[src/hw/tracker_defines.svh]
`ifndef TRACKER_DEFINES_SVH
`define TRACKER_DEFINES_SVH

// coordinate widths, wide enough for a 720p raster
`define TRK_X_BITS 11
`define TRK_Y_BITS 10

`define TRK_CNT_BITS 21  // holds 1280*720 masked pixels
`define TRK_SUM_BITS 32  // coordinate sums over a full frame

`define TRK_DIV_STEPS 32  // one quotient bit per step, matches sum width

// apb byte offsets
`define TRK_ADDR_CTRL    8'h00
`define TRK_ADDR_STATUS  8'h04
`define TRK_ADDR_BOX_MIN 8'h08
`define TRK_ADDR_BOX_MAX 8'h0c
`define TRK_ADDR_COM     8'h10
`define TRK_ADDR_COUNT   8'h14

`endif

[src/hw/tracker_pkg.sv]
`include "tracker_defines.svh"

package tracker_pkg;

  typedef logic [`TRK_X_BITS-1:0]   xcoord_t;  // horizontal pixel position
  typedef logic [`TRK_Y_BITS-1:0]   ycoord_t;  // vertical pixel position
  typedef logic [7:0]               chan_t;    // one color channel
  typedef logic [`TRK_CNT_BITS-1:0] count_t;
  typedef logic [`TRK_SUM_BITS-1:0] sum_t;
  typedef logic [2:0]               sel_t;     // channel select code

  typedef struct packed {
    logic        valid;
    xcoord_t     x;
    ycoord_t     y;
    logic [15:0] rgb565;  // r in 15:11, g in 10:5, b in 4:0
  } pix_in_t;

  typedef struct packed {
    logic    valid;
    logic    mask;  // pixel passed the threshold
    xcoord_t x;
    ycoord_t y;
  } mask_pix_t;

  typedef struct packed {
    sel_t  sel;
    chan_t lower;  // inclusive bounds
    chan_t upper;
  } track_cfg_t;

  typedef struct packed {
    count_t  count;
    xcoord_t min_x;
    ycoord_t min_y;
    xcoord_t max_x;
    ycoord_t max_y;
    sum_t    x_sum;
    sum_t    y_sum;
  } frame_stats_t;

  typedef struct packed {
    count_t  count;
    xcoord_t min_x;
    ycoord_t min_y;
    xcoord_t max_x;
    ycoord_t max_y;
    xcoord_t com_x;
    ycoord_t com_y;
    logic    empty;  // no pixel passed, box and center meaningless
  } track_result_t;

  typedef enum logic [1:0] {IDLE, DIV_X, DIV_Y, PUBLISH} ctrl_state_t;

endpackage

[src/hw/apb_regs.sv]
`include "tracker_defines.svh"

module apb_regs import tracker_pkg::*; (
  input  logic          clk_pixel,
  input  logic          sys_rst,
  input  logic [7:0]    paddr,
  input  logic          psel,
  input  logic          penable,
  input  logic          pwrite,
  input  logic [31:0]   pwdata,
  output logic [31:0]   prdata,
  output logic          pready,
  output logic          pslverr,
  output track_cfg_t    cfg,
  input  track_result_t result,
  input  logic          result_valid,
  input  logic          drop
);

  track_result_t last;         // most recently published frame
  logic [7:0]    n_published;  // wraps
  logic [7:0]    n_dropped;
  logic          access;       // second phase of a transfer
  logic          mapped;
  logic          wr_ctrl;

  assign access  = psel && penable;
  assign wr_ctrl = access && pwrite && (paddr == `TRK_ADDR_CTRL);
  assign pready  = 1'b1;  // no wait states
  // only CTRL takes writes
  assign pslverr = access && (!mapped || (pwrite && paddr != `TRK_ADDR_CTRL));

  always_comb begin
    mapped = 1'b1;
    case (paddr)
      `TRK_ADDR_CTRL:    prdata = {8'd0, cfg.upper, cfg.lower, 5'd0, cfg.sel};
      `TRK_ADDR_STATUS:  prdata = {15'd0, last.empty, n_dropped, n_published};
      `TRK_ADDR_BOX_MIN: prdata = {6'd0, last.min_y, 5'd0, last.min_x};
      `TRK_ADDR_BOX_MAX: prdata = {6'd0, last.max_y, 5'd0, last.max_x};
      `TRK_ADDR_COM:     prdata = {6'd0, last.com_y, 5'd0, last.com_x};
      `TRK_ADDR_COUNT:   prdata = {11'd0, last.count};
      default: begin
        prdata = '0;
        mapped = 1'b0;
      end
    endcase
  end

  always_ff @(posedge clk_pixel) begin
    if (sys_rst) begin
      cfg         <= '0;
      last        <= '0;  // status must read zero out of reset
      n_published <= '0;
      n_dropped   <= '0;
    end else begin
      if (wr_ctrl) begin
        cfg.sel   <= pwdata[2:0];
        cfg.lower <= pwdata[15:8];
        cfg.upper <= pwdata[23:16];
      end
      if (result_valid) begin
        last        <= result;
        n_published <= n_published + 8'd1;
      end
      if (drop) n_dropped <= n_dropped + 8'd1;
    end
  end

endmodule

[src/hw/channel_mask.sv]
module channel_mask import tracker_pkg::*; (
  input  logic       clk_pixel,
  input  logic       sys_rst,
  input  track_cfg_t cfg,
  input  pix_in_t    pix_in,
  input  logic       frame_end,
  output mask_pix_t  mask_pix,
  output logic       frame_end_d
);

  logic signed [19:0] r_ext, g_ext, b_ext;  // widened channels, zero extended
  // stage 1: widened color and products
  logic               s1_valid;
  xcoord_t            s1_x;
  ycoord_t            s1_y;
  chan_t              s1_r, s1_g, s1_b;
  logic signed [19:0] s1_yr, s1_yg, s1_yb;
  logic signed [19:0] s1_crr, s1_crg, s1_crb;
  logic signed [19:0] s1_cbr, s1_cbg, s1_cbb;
  // stage 2: summed color space
  logic               s2_valid;
  xcoord_t            s2_x;
  ycoord_t            s2_y;
  chan_t              s2_r, s2_g, s2_b, s2_luma, s2_cr, s2_cb;
  logic signed [19:0] y_full, cr_full, cb_full;
  // stage 3: select and threshold
  chan_t              pick;
  logic               pick_ok;  // select code names a real channel
  logic               out_valid, out_mask;
  xcoord_t            out_x;
  ycoord_t            out_y;
  logic [1:0]         fe_pipe;  // frame end follows the pixel pipe

  // 5-6-5 to 8 bits by padding zero lsbs
  assign r_ext = {12'd0, pix_in.rgb565[15:11], 3'd0};
  assign g_ext = {12'd0, pix_in.rgb565[10:5], 2'd0};
  assign b_ext = {12'd0, pix_in.rgb565[4:0], 3'd0};

  // +128 rounds, >>> keeps the sign for the chroma terms
  assign y_full  = 20'sd16 + ((s1_yr + s1_yg + s1_yb + 20'sd128) >>> 8);
  assign cr_full = 20'sd128 + ((s1_crr - s1_crg - s1_crb + 20'sd128) >>> 8);
  assign cb_full = 20'sd128 + ((s1_cbb - s1_cbr - s1_cbg + 20'sd128) >>> 8);

  always_comb begin
    pick_ok = 1'b1;
    case (cfg.sel)
      3'd0: pick = s2_g;
      3'd1: pick = s2_r;
      3'd2: pick = s2_b;
      3'd4: pick = s2_luma;
      3'd5: pick = s2_cr;
      3'd6: pick = s2_cb;
      default: begin  // 3 and 7 never pass
        pick    = '0;
        pick_ok = 1'b0;
      end
    endcase
  end

  always_ff @(posedge clk_pixel) begin
    if (sys_rst) begin
      s1_valid    <= 1'b0;
      s2_valid    <= 1'b0;
      out_valid   <= 1'b0;
      fe_pipe     <= '0;
      frame_end_d <= 1'b0;
    end else begin
      s1_valid    <= pix_in.valid;
      s2_valid    <= s1_valid;
      out_valid   <= s2_valid;
      fe_pipe     <= {fe_pipe[0], frame_end};
      frame_end_d <= fe_pipe[1];
    end
  end

  always_ff @(posedge clk_pixel) begin
    s1_x   <= pix_in.x;
    s1_y   <= pix_in.y;
    s1_r   <= r_ext[7:0];
    s1_g   <= g_ext[7:0];
    s1_b   <= b_ext[7:0];
    s1_yr  <= 20'sd66 * r_ext;
    s1_yg  <= 20'sd129 * g_ext;
    s1_yb  <= 20'sd25 * b_ext;
    s1_crr <= 20'sd112 * r_ext;
    s1_crg <= 20'sd94 * g_ext;
    s1_crb <= 20'sd18 * b_ext;
    s1_cbr <= 20'sd38 * r_ext;
    s1_cbg <= 20'sd74 * g_ext;
    s1_cbb <= 20'sd112 * b_ext;
    s2_x    <= s1_x;
    s2_y    <= s1_y;
    s2_r    <= s1_r;
    s2_g    <= s1_g;
    s2_b    <= s1_b;
    s2_luma <= y_full[7:0];  // low byte only
    s2_cr   <= cr_full[7:0];
    s2_cb   <= cb_full[7:0];
    out_x    <= s2_x;
    out_y    <= s2_y;
    out_mask <= pick_ok && (pick >= cfg.lower) && (pick <= cfg.upper);
  end

  assign mask_pix = '{valid: out_valid, mask: out_mask, x: out_x, y: out_y};

endmodule

[src/hw/target_accum.sv]
module target_accum import tracker_pkg::*; (
  input  logic         clk_pixel,
  input  logic         sys_rst,
  input  mask_pix_t    mask_pix,
  input  logic         frame_end_d,
  output frame_stats_t stats,
  output logic         stats_valid
);

  frame_stats_t acc;   // running totals of the open frame
  frame_stats_t nxt;   // totals including this cycle's pixel
  frame_stats_t empty;
  logic         hit;

  assign hit = mask_pix.valid && mask_pix.mask;
  assign empty = '{count: '0, min_x: '1, min_y: '1, max_x: '0, max_y: '0,
                   x_sum: '0, y_sum: '0};

  always_comb begin
    nxt = acc;
    if (hit) begin
      if (mask_pix.x < acc.min_x) nxt.min_x = mask_pix.x;
      if (mask_pix.y < acc.min_y) nxt.min_y = mask_pix.y;
      if (mask_pix.x > acc.max_x) nxt.max_x = mask_pix.x;
      if (mask_pix.y > acc.max_y) nxt.max_y = mask_pix.y;
      nxt.count = acc.count + 1'b1;
      nxt.x_sum = acc.x_sum + sum_t'(mask_pix.x);
      nxt.y_sum = acc.y_sum + sum_t'(mask_pix.y);
    end
  end

  always_ff @(posedge clk_pixel) begin
    if (sys_rst) begin
      acc         <= empty;
      stats_valid <= 1'b0;
    end else begin
      acc         <= frame_end_d ? empty : nxt;  // pixel on frame end closes with it
      stats_valid <= frame_end_d;
    end
  end

  // closed frame totals
  always_ff @(posedge clk_pixel) begin
    if (frame_end_d) stats <= nxt;
  end

endmodule

[src/hw/com_divider.sv]
`include "tracker_defines.svh"

module com_divider import tracker_pkg::*; (
  input  logic   clk_pixel,
  input  logic   sys_rst,
  input  logic   div_start,
  input  sum_t   dividend,
  input  count_t divisor,
  output sum_t   quotient,
  output logic   div_done
);

  localparam int STEPS = `TRK_DIV_STEPS;
  localparam int CW    = `TRK_CNT_BITS;

  logic [$clog2(STEPS+1)-1:0] steps_left;
  logic                       busy;
  logic [CW-1:0]              rem, rem_in, rem_nxt;  // remainder stays below divisor
  logic [CW:0]                shifted;
  count_t                     den, den_r;
  sum_t                       quo_in, quo_nxt;

  // first step runs on the start edge itself, so done lands STEPS cycles later
  assign den    = div_start ? divisor : den_r;
  assign rem_in = div_start ? '0 : rem;
  assign quo_in = div_start ? dividend : quotient;

  always_comb begin
    shifted = {rem_in, quo_in[`TRK_SUM_BITS-1]};  // bring down next dividend bit
    quo_nxt = {quo_in[`TRK_SUM_BITS-2:0], 1'b0};
    rem_nxt = shifted[CW-1:0];
    if (shifted >= {1'b0, den}) begin  // restore is implicit, keep shifted otherwise
      rem_nxt    = CW'(shifted - {1'b0, den});
      quo_nxt[0] = 1'b1;
    end
  end

  always_ff @(posedge clk_pixel) begin
    if (sys_rst) begin
      busy       <= 1'b0;
      div_done   <= 1'b0;
      steps_left <= '0;
    end else begin
      div_done <= 1'b0;
      if (div_start) begin
        busy       <= 1'b1;
        steps_left <= ($clog2(STEPS+1))'(STEPS - 1);
      end else if (busy) begin
        steps_left <= steps_left - 1'b1;
        if (steps_left == 1) begin
          busy     <= 1'b0;
          div_done <= 1'b1;
        end
      end
    end
  end

  always_ff @(posedge clk_pixel) begin
    if (div_start || busy) begin
      rem      <= rem_nxt;
      quotient <= quo_nxt;
    end
    if (div_start) den_r <= divisor;
  end

endmodule

[src/hw/frame_ctrl.sv]
module frame_ctrl import tracker_pkg::*; (
  input  logic          clk_pixel,
  input  logic          sys_rst,
  input  frame_stats_t  stats,
  input  logic          stats_valid,
  output logic          div_start,
  output sum_t          dividend,
  output count_t        divisor,
  input  sum_t          quotient,
  input  logic          div_done,
  output track_result_t result,
  output logic          result_valid,
  output logic          drop
);

  ctrl_state_t  state;
  frame_stats_t st;           // frame being worked on
  logic         take;         // stats accepted this cycle
  logic         empty_frame;

  assign take         = stats_valid && (state == IDLE);
  assign empty_frame  = (stats.count == '0);
  assign dividend     = (state == DIV_Y) ? st.y_sum : st.x_sum;  // div_start enters with state
  assign divisor      = st.count;
  assign result_valid = (state == PUBLISH);

  always_ff @(posedge clk_pixel) begin
    if (sys_rst) begin
      state     <= IDLE;
      div_start <= 1'b0;
      drop      <= 1'b0;
    end else begin
      div_start <= 1'b0;
      drop      <= stats_valid && (state != IDLE);  // busy, frame is lost
      case (state)
        IDLE: begin
          if (take) begin
            if (empty_frame) begin
              state <= PUBLISH;  // nothing to divide
            end else begin
              state     <= DIV_X;
              div_start <= 1'b1;
            end
          end
        end
        DIV_X: begin
          if (div_done) begin
            state     <= DIV_Y;
            div_start <= 1'b1;  // reuse divider for y
          end
        end
        DIV_Y: if (div_done) state <= PUBLISH;
        default: state <= IDLE;  // PUBLISH lasts one cycle
      endcase
    end
  end

  always_ff @(posedge clk_pixel) begin
    if (take) begin
      st           <= stats;
      result.count <= stats.count;
      result.min_x <= stats.min_x;
      result.min_y <= stats.min_y;
      result.max_x <= stats.max_x;
      result.max_y <= stats.max_y;
      result.empty <= empty_frame;
      result.com_x <= '0;
      result.com_y <= '0;
    end
    if (state == DIV_X && div_done) result.com_x <= xcoord_t'(quotient);  // truncated mean
    if (state == DIV_Y && div_done) result.com_y <= ycoord_t'(quotient);
  end

endmodule

[src/hw/tracker_top.sv]
module tracker_top import tracker_pkg::*; (
  input  logic        clk_pixel,
  input  logic        sys_rst,
  input  pix_in_t     pix_in,     // camera pixel with its coordinate
  input  logic        frame_end,  // pulse after last pixel of a frame
  input  logic [7:0]  paddr,
  input  logic        psel,
  input  logic        penable,
  input  logic        pwrite,
  input  logic [31:0] pwdata,
  output logic [31:0] prdata,
  output logic        pready,
  output logic        pslverr
);

  track_cfg_t    cfg;           // channel select and bounds
  mask_pix_t     mask_pix;      // thresholded pixel stream
  logic          frame_end_d;   // frame end aligned to mask_pix
  frame_stats_t  stats;
  logic          stats_valid;
  logic          div_start;
  sum_t          dividend;
  count_t        divisor;
  sum_t          quotient;
  logic          div_done;
  track_result_t result;
  logic          result_valid;
  logic          drop;          // frame lost while busy

  apb_regs u_regs (
    .clk_pixel, .sys_rst,
    .paddr, .psel, .penable, .pwrite, .pwdata,
    .prdata, .pready, .pslverr,
    .cfg, .result, .result_valid, .drop
  );

  channel_mask u_mask (
    .clk_pixel, .sys_rst,
    .cfg, .pix_in, .frame_end,
    .mask_pix, .frame_end_d
  );

  target_accum u_accum (
    .clk_pixel, .sys_rst,
    .mask_pix, .frame_end_d,
    .stats, .stats_valid
  );

  frame_ctrl u_ctrl (
    .clk_pixel, .sys_rst,
    .stats, .stats_valid,
    .div_start, .dividend, .divisor, .quotient, .div_done,
    .result, .result_valid, .drop
  );

  // shared by both center coordinates, x first then y
  com_divider u_div (
    .clk_pixel, .sys_rst,
    .div_start, .dividend, .divisor,
    .quotient, .div_done
  );

endmodule

[config.mk]
export PLATFORM = sky130hd
export DESIGN_NAME = tracker_top
export DESIGN_NICKNAME = d
export VERILOG_FILES = /design/src/hw/tracker_pkg.sv /design/src/hw/apb_regs.sv /design/src/hw/channel_mask.sv /design/src/hw/target_accum.sv /design/src/hw/com_divider.sv /design/src/hw/frame_ctrl.sv /design/src/hw/tracker_top.sv
export VERILOG_INCLUDE_DIRS = /design/src /design/src/hw
export SDC_FILE = /design/constraint.sdc
export NUM_CORES = 1
export LEC_CHECK = 0
export BUFFER_PORTS_ARGS = -buffer_cell sky130_fd_sc_hd__buf_4
export CAP_MARGIN = 40
export CORE_UTILIZATION = 42
export CTS_CLUSTER_SIZE = 12
export DETAILED_ROUTE_END_ITERATION = 6
export PLACE_DENSITY = 0.7
export RECOVER_POWER = 50
export SYNTH_ARGS = -nofsm -noshare
export SYNTH_HDL_FRONTEND = slang
export SYNTH_SLANG_ARGS = --single-unit
[constraint.sdc]
create_clock -name clk_pixel -period 4.6 [get_ports clk_pixel]
set_clock_uncertainty 0.1 [all_clocks]
set_input_delay 0.92 -clock clk_pixel [delete_from_list [all_inputs] [get_ports clk_pixel]]
set_output_delay 0.92 -clock clk_pixel [all_outputs]
set_load 0.05 [all_outputs]
# ---- Word-level counts from Yosys, hierarchy flattened
# Index checks and enable logic that the tools add are counted.
dict set report totals {
  register_bits 830
  in_bits 84
  output_inout_bits 34
  word_cells 194
}
dict set report classes {
  addsub 19
  multipliers 9
  order_cmp 7
  n_eq_ne 17
  mux 33
  n_bitwise 1
  reduce_logical 30
}
# operator n
set ops {}
lappend ops {{case mux 26 bit (6 select lines)} 1}
lappend ops {{two-way mux 127 bit} 1}
lappend ops {{two-way mux 32 bit} 2}
lappend ops {{two-way mux 21 bit} 3}
lappend ops {{adder 16 x 9 -> 16 bit, second input constant} 3}
lappend ops {{case mux 8 bit (6 select lines)} 1}
lappend ops {{two-way mux 11 bit} 3}
lappend ops {{adder 32 x 10 -> 32 bit} 1}
lappend ops {{adder 32 x 11 -> 32 bit} 1}
lappend ops {{two-way mux 10 bit} 3}
lappend ops {{multiplier 6 x 6 -> 12 bit, first input constant} 2}
lappend ops {{>= comparator 22 x 21 -> 1 bit} 1}
lappend ops {{two-way mux 22 bit} 1}
lappend ops {{adder 21 x 1 -> 21 bit, second input constant} 1}
lappend ops {{zero test 21 bit} 1}
lappend ops {{subtractor 21 bit} 1}
lappend ops {{multiplier 5 x 5 -> 10 bit, first input constant} 2}
lappend ops {{adder 16 x 14 -> 16 bit} 1}
lappend ops {{adder 16 bit} 1}
lappend ops {{adder 8 x 1 -> 8 bit, second input constant} 2}
lappend ops {{adder 8 bit, first input constant} 2}
lappend ops {{== test 8 x 4 -> 1 bit, second input constant} 2}
lappend ops {{== test 8 x 5 -> 1 bit, second input constant} 2}
lappend ops {{multiplier 3 x 5 -> 8 bit, first input constant} 2}
lappend ops {{41 further kinds} 76}

# ---- Longest topological paths before layout
dict set report logic_depth {
  depth_word 6
  ltp_mapped 17
}

# ---- Cells and area by module
# From an unflattened synthesis, not the netlist that was laid out.
dict set report hier_totals {
  cells_unflattened 3152
  area_unflattened_um2 36786.5
}
# module instances cells_per_inst area_each_um2
set modules_own_cells {}
lappend modules_own_cells {target_accum 1 1016 11651.2}
lappend modules_own_cells {channel_mask 1 861 9337.7}
lappend modules_own_cells {frame_ctrl 1 291 5611.6}
lappend modules_own_cells {apb_regs 1 567 5559.1}
lappend modules_own_cells {com_divider 1 417 4626.9}

# ---- Worst setup path before layout
# No wires, ideal clock.
dict set report synth_path {
  path_type {register to register}
  start {reg u_mask.frame_end_d}
  end {reg u_accum.acc[10] (netlist name)}
  setup_time_ps 115
  arrival_ps 4069
  required_time_ps 4385
  slack_ps 316
  path_stages_with_launch 5
  n_path_buf 2
  synth_period_minus_slack_ps 4284
  cell_sequence {dfxtp_1 -> nor2_1 -> clkbuf_1 -> clkbuf_1 -> and2_1}
}
dict set report synth_between {
  elab_chain_cells 1
}
# item line
set synth_lines {}
lappend synth_lines {{start: declaration} channel_mask.sv:8} ;# output logic frame_end_d
lappend synth_lines {{start signal: assignment} channel_mask.sv:72} ;# frame_end_d <= fe_pipe[1];
lappend synth_lines {{OR reduction 2 bit (no line)} -}
lappend synth_lines {{end signal: assignment} target_accum.sv:34} ;# acc <= empty;
lappend synth_lines {{end signal: assignment} target_accum.sv:37} ;# acc <= frame_end_d ? empty : nxt;
lappend synth_lines {{end: declaration} target_accum.sv:10} ;# frame_stats_t acc;
# No other way between the ends.
# A chain may end at the register's enable or synchronous reset.

# ---- Final worst setup path
dict set report layout_path {
  start {in paddr[1]}
  end {out prdata[5]}
}
dict set report layout_between {
  elab_chain_cells 2
}
# item line
set layout_lines {}
lappend layout_lines {{start: declaration} tracker_top.sv:6} ;# input logic [7:0] paddr,
lappend layout_lines {{== test 8 x 5 -> 1 bit, or another cell as far along} apb_regs.sv:35} ;# case (paddr)
lappend layout_lines {{case mux 26 bit (6 select lines) (*)} apb_regs.sv:35}
lappend layout_lines {{end: declaration} tracker_top.sv:11} ;# output logic [31:0] prdata,
# Mark *: on every way between the ends. The rest lies on a longest branch, timed or not.

==> out/metrics.csv <==
stage;metric;value;unit
status;outcome;finished, violations left;
status;violated checks;capacitance limit, slew limit;
logic_synthesis;Syn Inst Count;3015;
floorplanning;core area;82500;um2
timing;RSZ-0062 raised after global routing;no;
power;Static Leak;16.02;nW
route;drt pass-1 iters;6;
route;via count;21800;
timing;Max Slew Vio Count;155;
logic_synthesis;top cells by count, synth;dfxtp_1 (462), edfxtp_1 (329), ha_1 (266);
critical_path;Critical Path End Type;primary output;
placement;Placed Cells;4111;
route;ANT nets after route;0;
hold_path;HP Class;reg2reg;
logic_synthesis;Synth top area share;0.2804;
cts;Clock Sinks;791;
logic_synthesis;Cell variety after synth;78;
cts;CTS tree;done;
cts;Hold Buf Count CTS;0;
grt;GRT Overall Usage;0.1738;
route;initial DRC count;1422;
logic_synthesis;Avg Inst Size Synth;11.69;um2
cts;Worst-path clk slew;60;ps
critical_path;r2r setup slk;460;ps
floorplanning;die width;291.6;um
timing;crit path time final;4289;ps
cells_and_area;Core Util, Final;0.4815;
route;DRC Markers;0;
critical_path;r2r startpoint;u_mask.frame_end_d;
critical_path;Reg2Reg Depth;2;
floorplanning;row count;105;
placement;I/O Buffers;97;
critical_path;FF-to-FF End;u_accum.stats[89];
logic_synthesis;ys flop type;dfxtp_1;
floorplanning;I/O pin cnt;118;
cts;Max Root-Sink Buffers;3;
route;vias per cell;5.112;
cts;CTS Buf Count;83;
power;peak supply drop;0.3062;mV
cts;Clock Latency Late Sink;630;ps
critical_path;worst-path fanout max;12;
critical_path;kind of critical path;in2out;
cts;H-Tree Depth;3;
route;Total Wirelength;73030;um
cells_and_area;layout cells sized above 1;0.08954;
placement;post-DP HPWL;51390;um
cells_and_area;nets;3523;
critical_path;crit path DAT;3270;ps
placement;post-place setup slack;177.0;ps
cells_and_area;post-route cell area;39720;um2
timing;final setup margin;310.9;ps
logic_synthesis;post-synthesis sequential area ratio;0.5429;
route;post-DR wirelength/cell;17.13;um
critical_path;kind of start point of the critical path;input port;
timing;setup_tns;0;ps
logic_synthesis;Cell Area, Synth;35240;um2
grt;antenna violations before repair;1;
cells_and_area;total inserted antenna cells;0;
critical_path;CP endpoint;prdata[5];
logic_synthesis;Synth Register Bits;791;
floorplanning;die area;85060;um2
timing;setup violators final;0;
cells_and_area;Post-Layout Cell Count;4264;
timing;Slew @ Worst Pin;3134;ps
timing;Hold Vio Cnt, Final;0;
job;max-cap violation count;3;
placement;placed cell area;37230;um2
critical_path;crit path launch;paddr[1];
grt;vias in the first global route;21630;
logic_synthesis;top-count cell post-synth;dfxtp_1;
logic_synthesis;Yosys warning count;0;
critical_path;Worst Path Required;3580;ps
placement;GP Congestion;0.8529;
grt;first-pass GRT wire length;117500;um
cts;Root Driver;clkbuf_16;
logic_synthesis;ys async rst share;0;
logic_synthesis;Area contributors post-synth;edfxtp_1 (28%), dfxtp_1 (26%), ha_1 (9.4%);
grt;grt ovf;0;
cells_and_area;area grow syn2layout;12.74;%
logic_synthesis;Post-synth EDFFs;329;
timing;final period utilization;0.9324;
timing;Rel. slew slack;-1.089;
power;Power Density;461.5;nW/um2
cts;Resize count post-CTS;0;
floorplanning;Die Ht;291.6;um
floorplanning;Initial Utilization;0.4271;
logic_synthesis;Synth area leader;edfxtp_1;
grt;largest net degree at the start of global routing;103;
cts;Post-CTS Setup Repair Bufs;0;
timing;f_max;0.2332;GHz
area by class of cell:
| class | instances | area [um2] |
|---|---|---|
| clock inverters | 20 | 172.7 |
| multi-input cells | 1876 | 14770 |
| fillers | 7339 | 42780 |
| inverters | 245 | 920.9 |
| repair buffers | 129 | 920.9 |
| well taps | 1070 | 1339 |
| flip-flops and latches | 791 | 19130 |
| clock buffers | 133 | 2470 |
report_power, final:
group	switching [W]	leakage (nW)	total, W	internal, W
Combinational	0.00213	7.93	0.00392	0.00179
Sequential	0.000189	6.80	0.00796	0.00777
Clock	0.00271	1.29	0.00646	0.00375
Total	0.00503	16.0	0.0183	0.0133
state kept, by name, summed over array words and instances (netlist names), 21 cells and up:
register	cells
u_accum.stats	127
u_regs.last	85
u_ctrl.st	64
u_ctrl.result	64
u_div.quotient	32
u_div.rem	21
u_ctrl.divisor	21
u_accum.acc	127
u_div.den_r	21
kinds of logic (layout without fill, tap and decap cells):
group           count (synthesis)  count (layout)  synth area share
flops                         791             791            0.5429
simple gates                  723             723            0.1030
compound gates                425             425           0.07865
buf+inv                       353             527           0.03913
fa+ha+maj                     314             314            0.1214
mux                           247             247           0.07489
xor+xnor                      160             160           0.03977
other cells                     2               7         0.0002131
cell usage in the layout, fill, tap and decap left out, types with 13 or more instances in the layout:
master,n
xor2_1,48
a21o_1,46
nand4_1,25
nand3_1,29
and2_1,106
buf_4,80
o21ai_1,28
nand2b_1,36
xnor2_1,112
mux2i_1,183
nor3_1,25
nor2b_1,50
o21bai_1,13
mux2_1,20
and3_1,37
a21oi_1,141
o21ai_0,57
mux2_2,25
ha_1,265
nand2_1,147
clkbuf_16,87
o21a_1,26
edfxtp_1,329
mux2_4,17
dfxtp_1,462
clkbuf_1,55
nor2_1,207
inv_1,243
fa_1,47
clkbuf_4,23
worst max-delay path: stages:
cell and delay (ps):
buf_4 100, or4_1 540, nor2_1 140, nand3_1 370
buf_4 330, o21ai_0 180, a221o_1 390, buf_4 280
worst min-delay path by stage:
stage | startpoint | to | slack, ps | cells after the start
after floorplan | u_mask.s2_x[0] | u_mask.out_x[0] | 210 | 0
after CTS | u_mask.s1_y[9] | u_mask.s2_y[9] | 220 | 0
after detailed placement | u_mask.s2_y[0] | u_mask.out_y[0] | 210 | 0
after global placement | u_mask.s1_b[6] | u_mask.s2_b[6] | 210 | 0
after global routing | u_mask.s1_y[9] | u_mask.s2_y[9] | 220 | 0
final | u_mask.s2_x[8] | u_mask.out_x[8] | 220 | 0
per-stage QoR:
| stage | hold slack [ps] | total power, W |
|---|---|---|
| 4_1_cts | 223.1 | 0.01855 |
| 5_1_grt | 224.7 | 0.01941 |
| 3_5_place_dp | 212.1 | 0.01202 |
| 2_1_floorplan | 209.6 | 0.01115 |
| 6_report | 222.1 | 0.01833 |
| 3_3_place_gp | 210.9 | 0.01194 |
routing by layer:
| layer | routed length, um | vias to the layer above | global-route usage |
|---|---|---|---|
| li1 | - | 10750 | - |
| met1 | 35270 | 10420 | 0.2494 |
| met2 | 31620 | 510 | 0.2664 |
| met3 | 4389 | 121 | 0.03090 |
| met4 | 1735 | 2 | 0.05237 |
| met5 | 9 | - | 0 |
No activity file was read; power rests on OpenSTA's default activity.
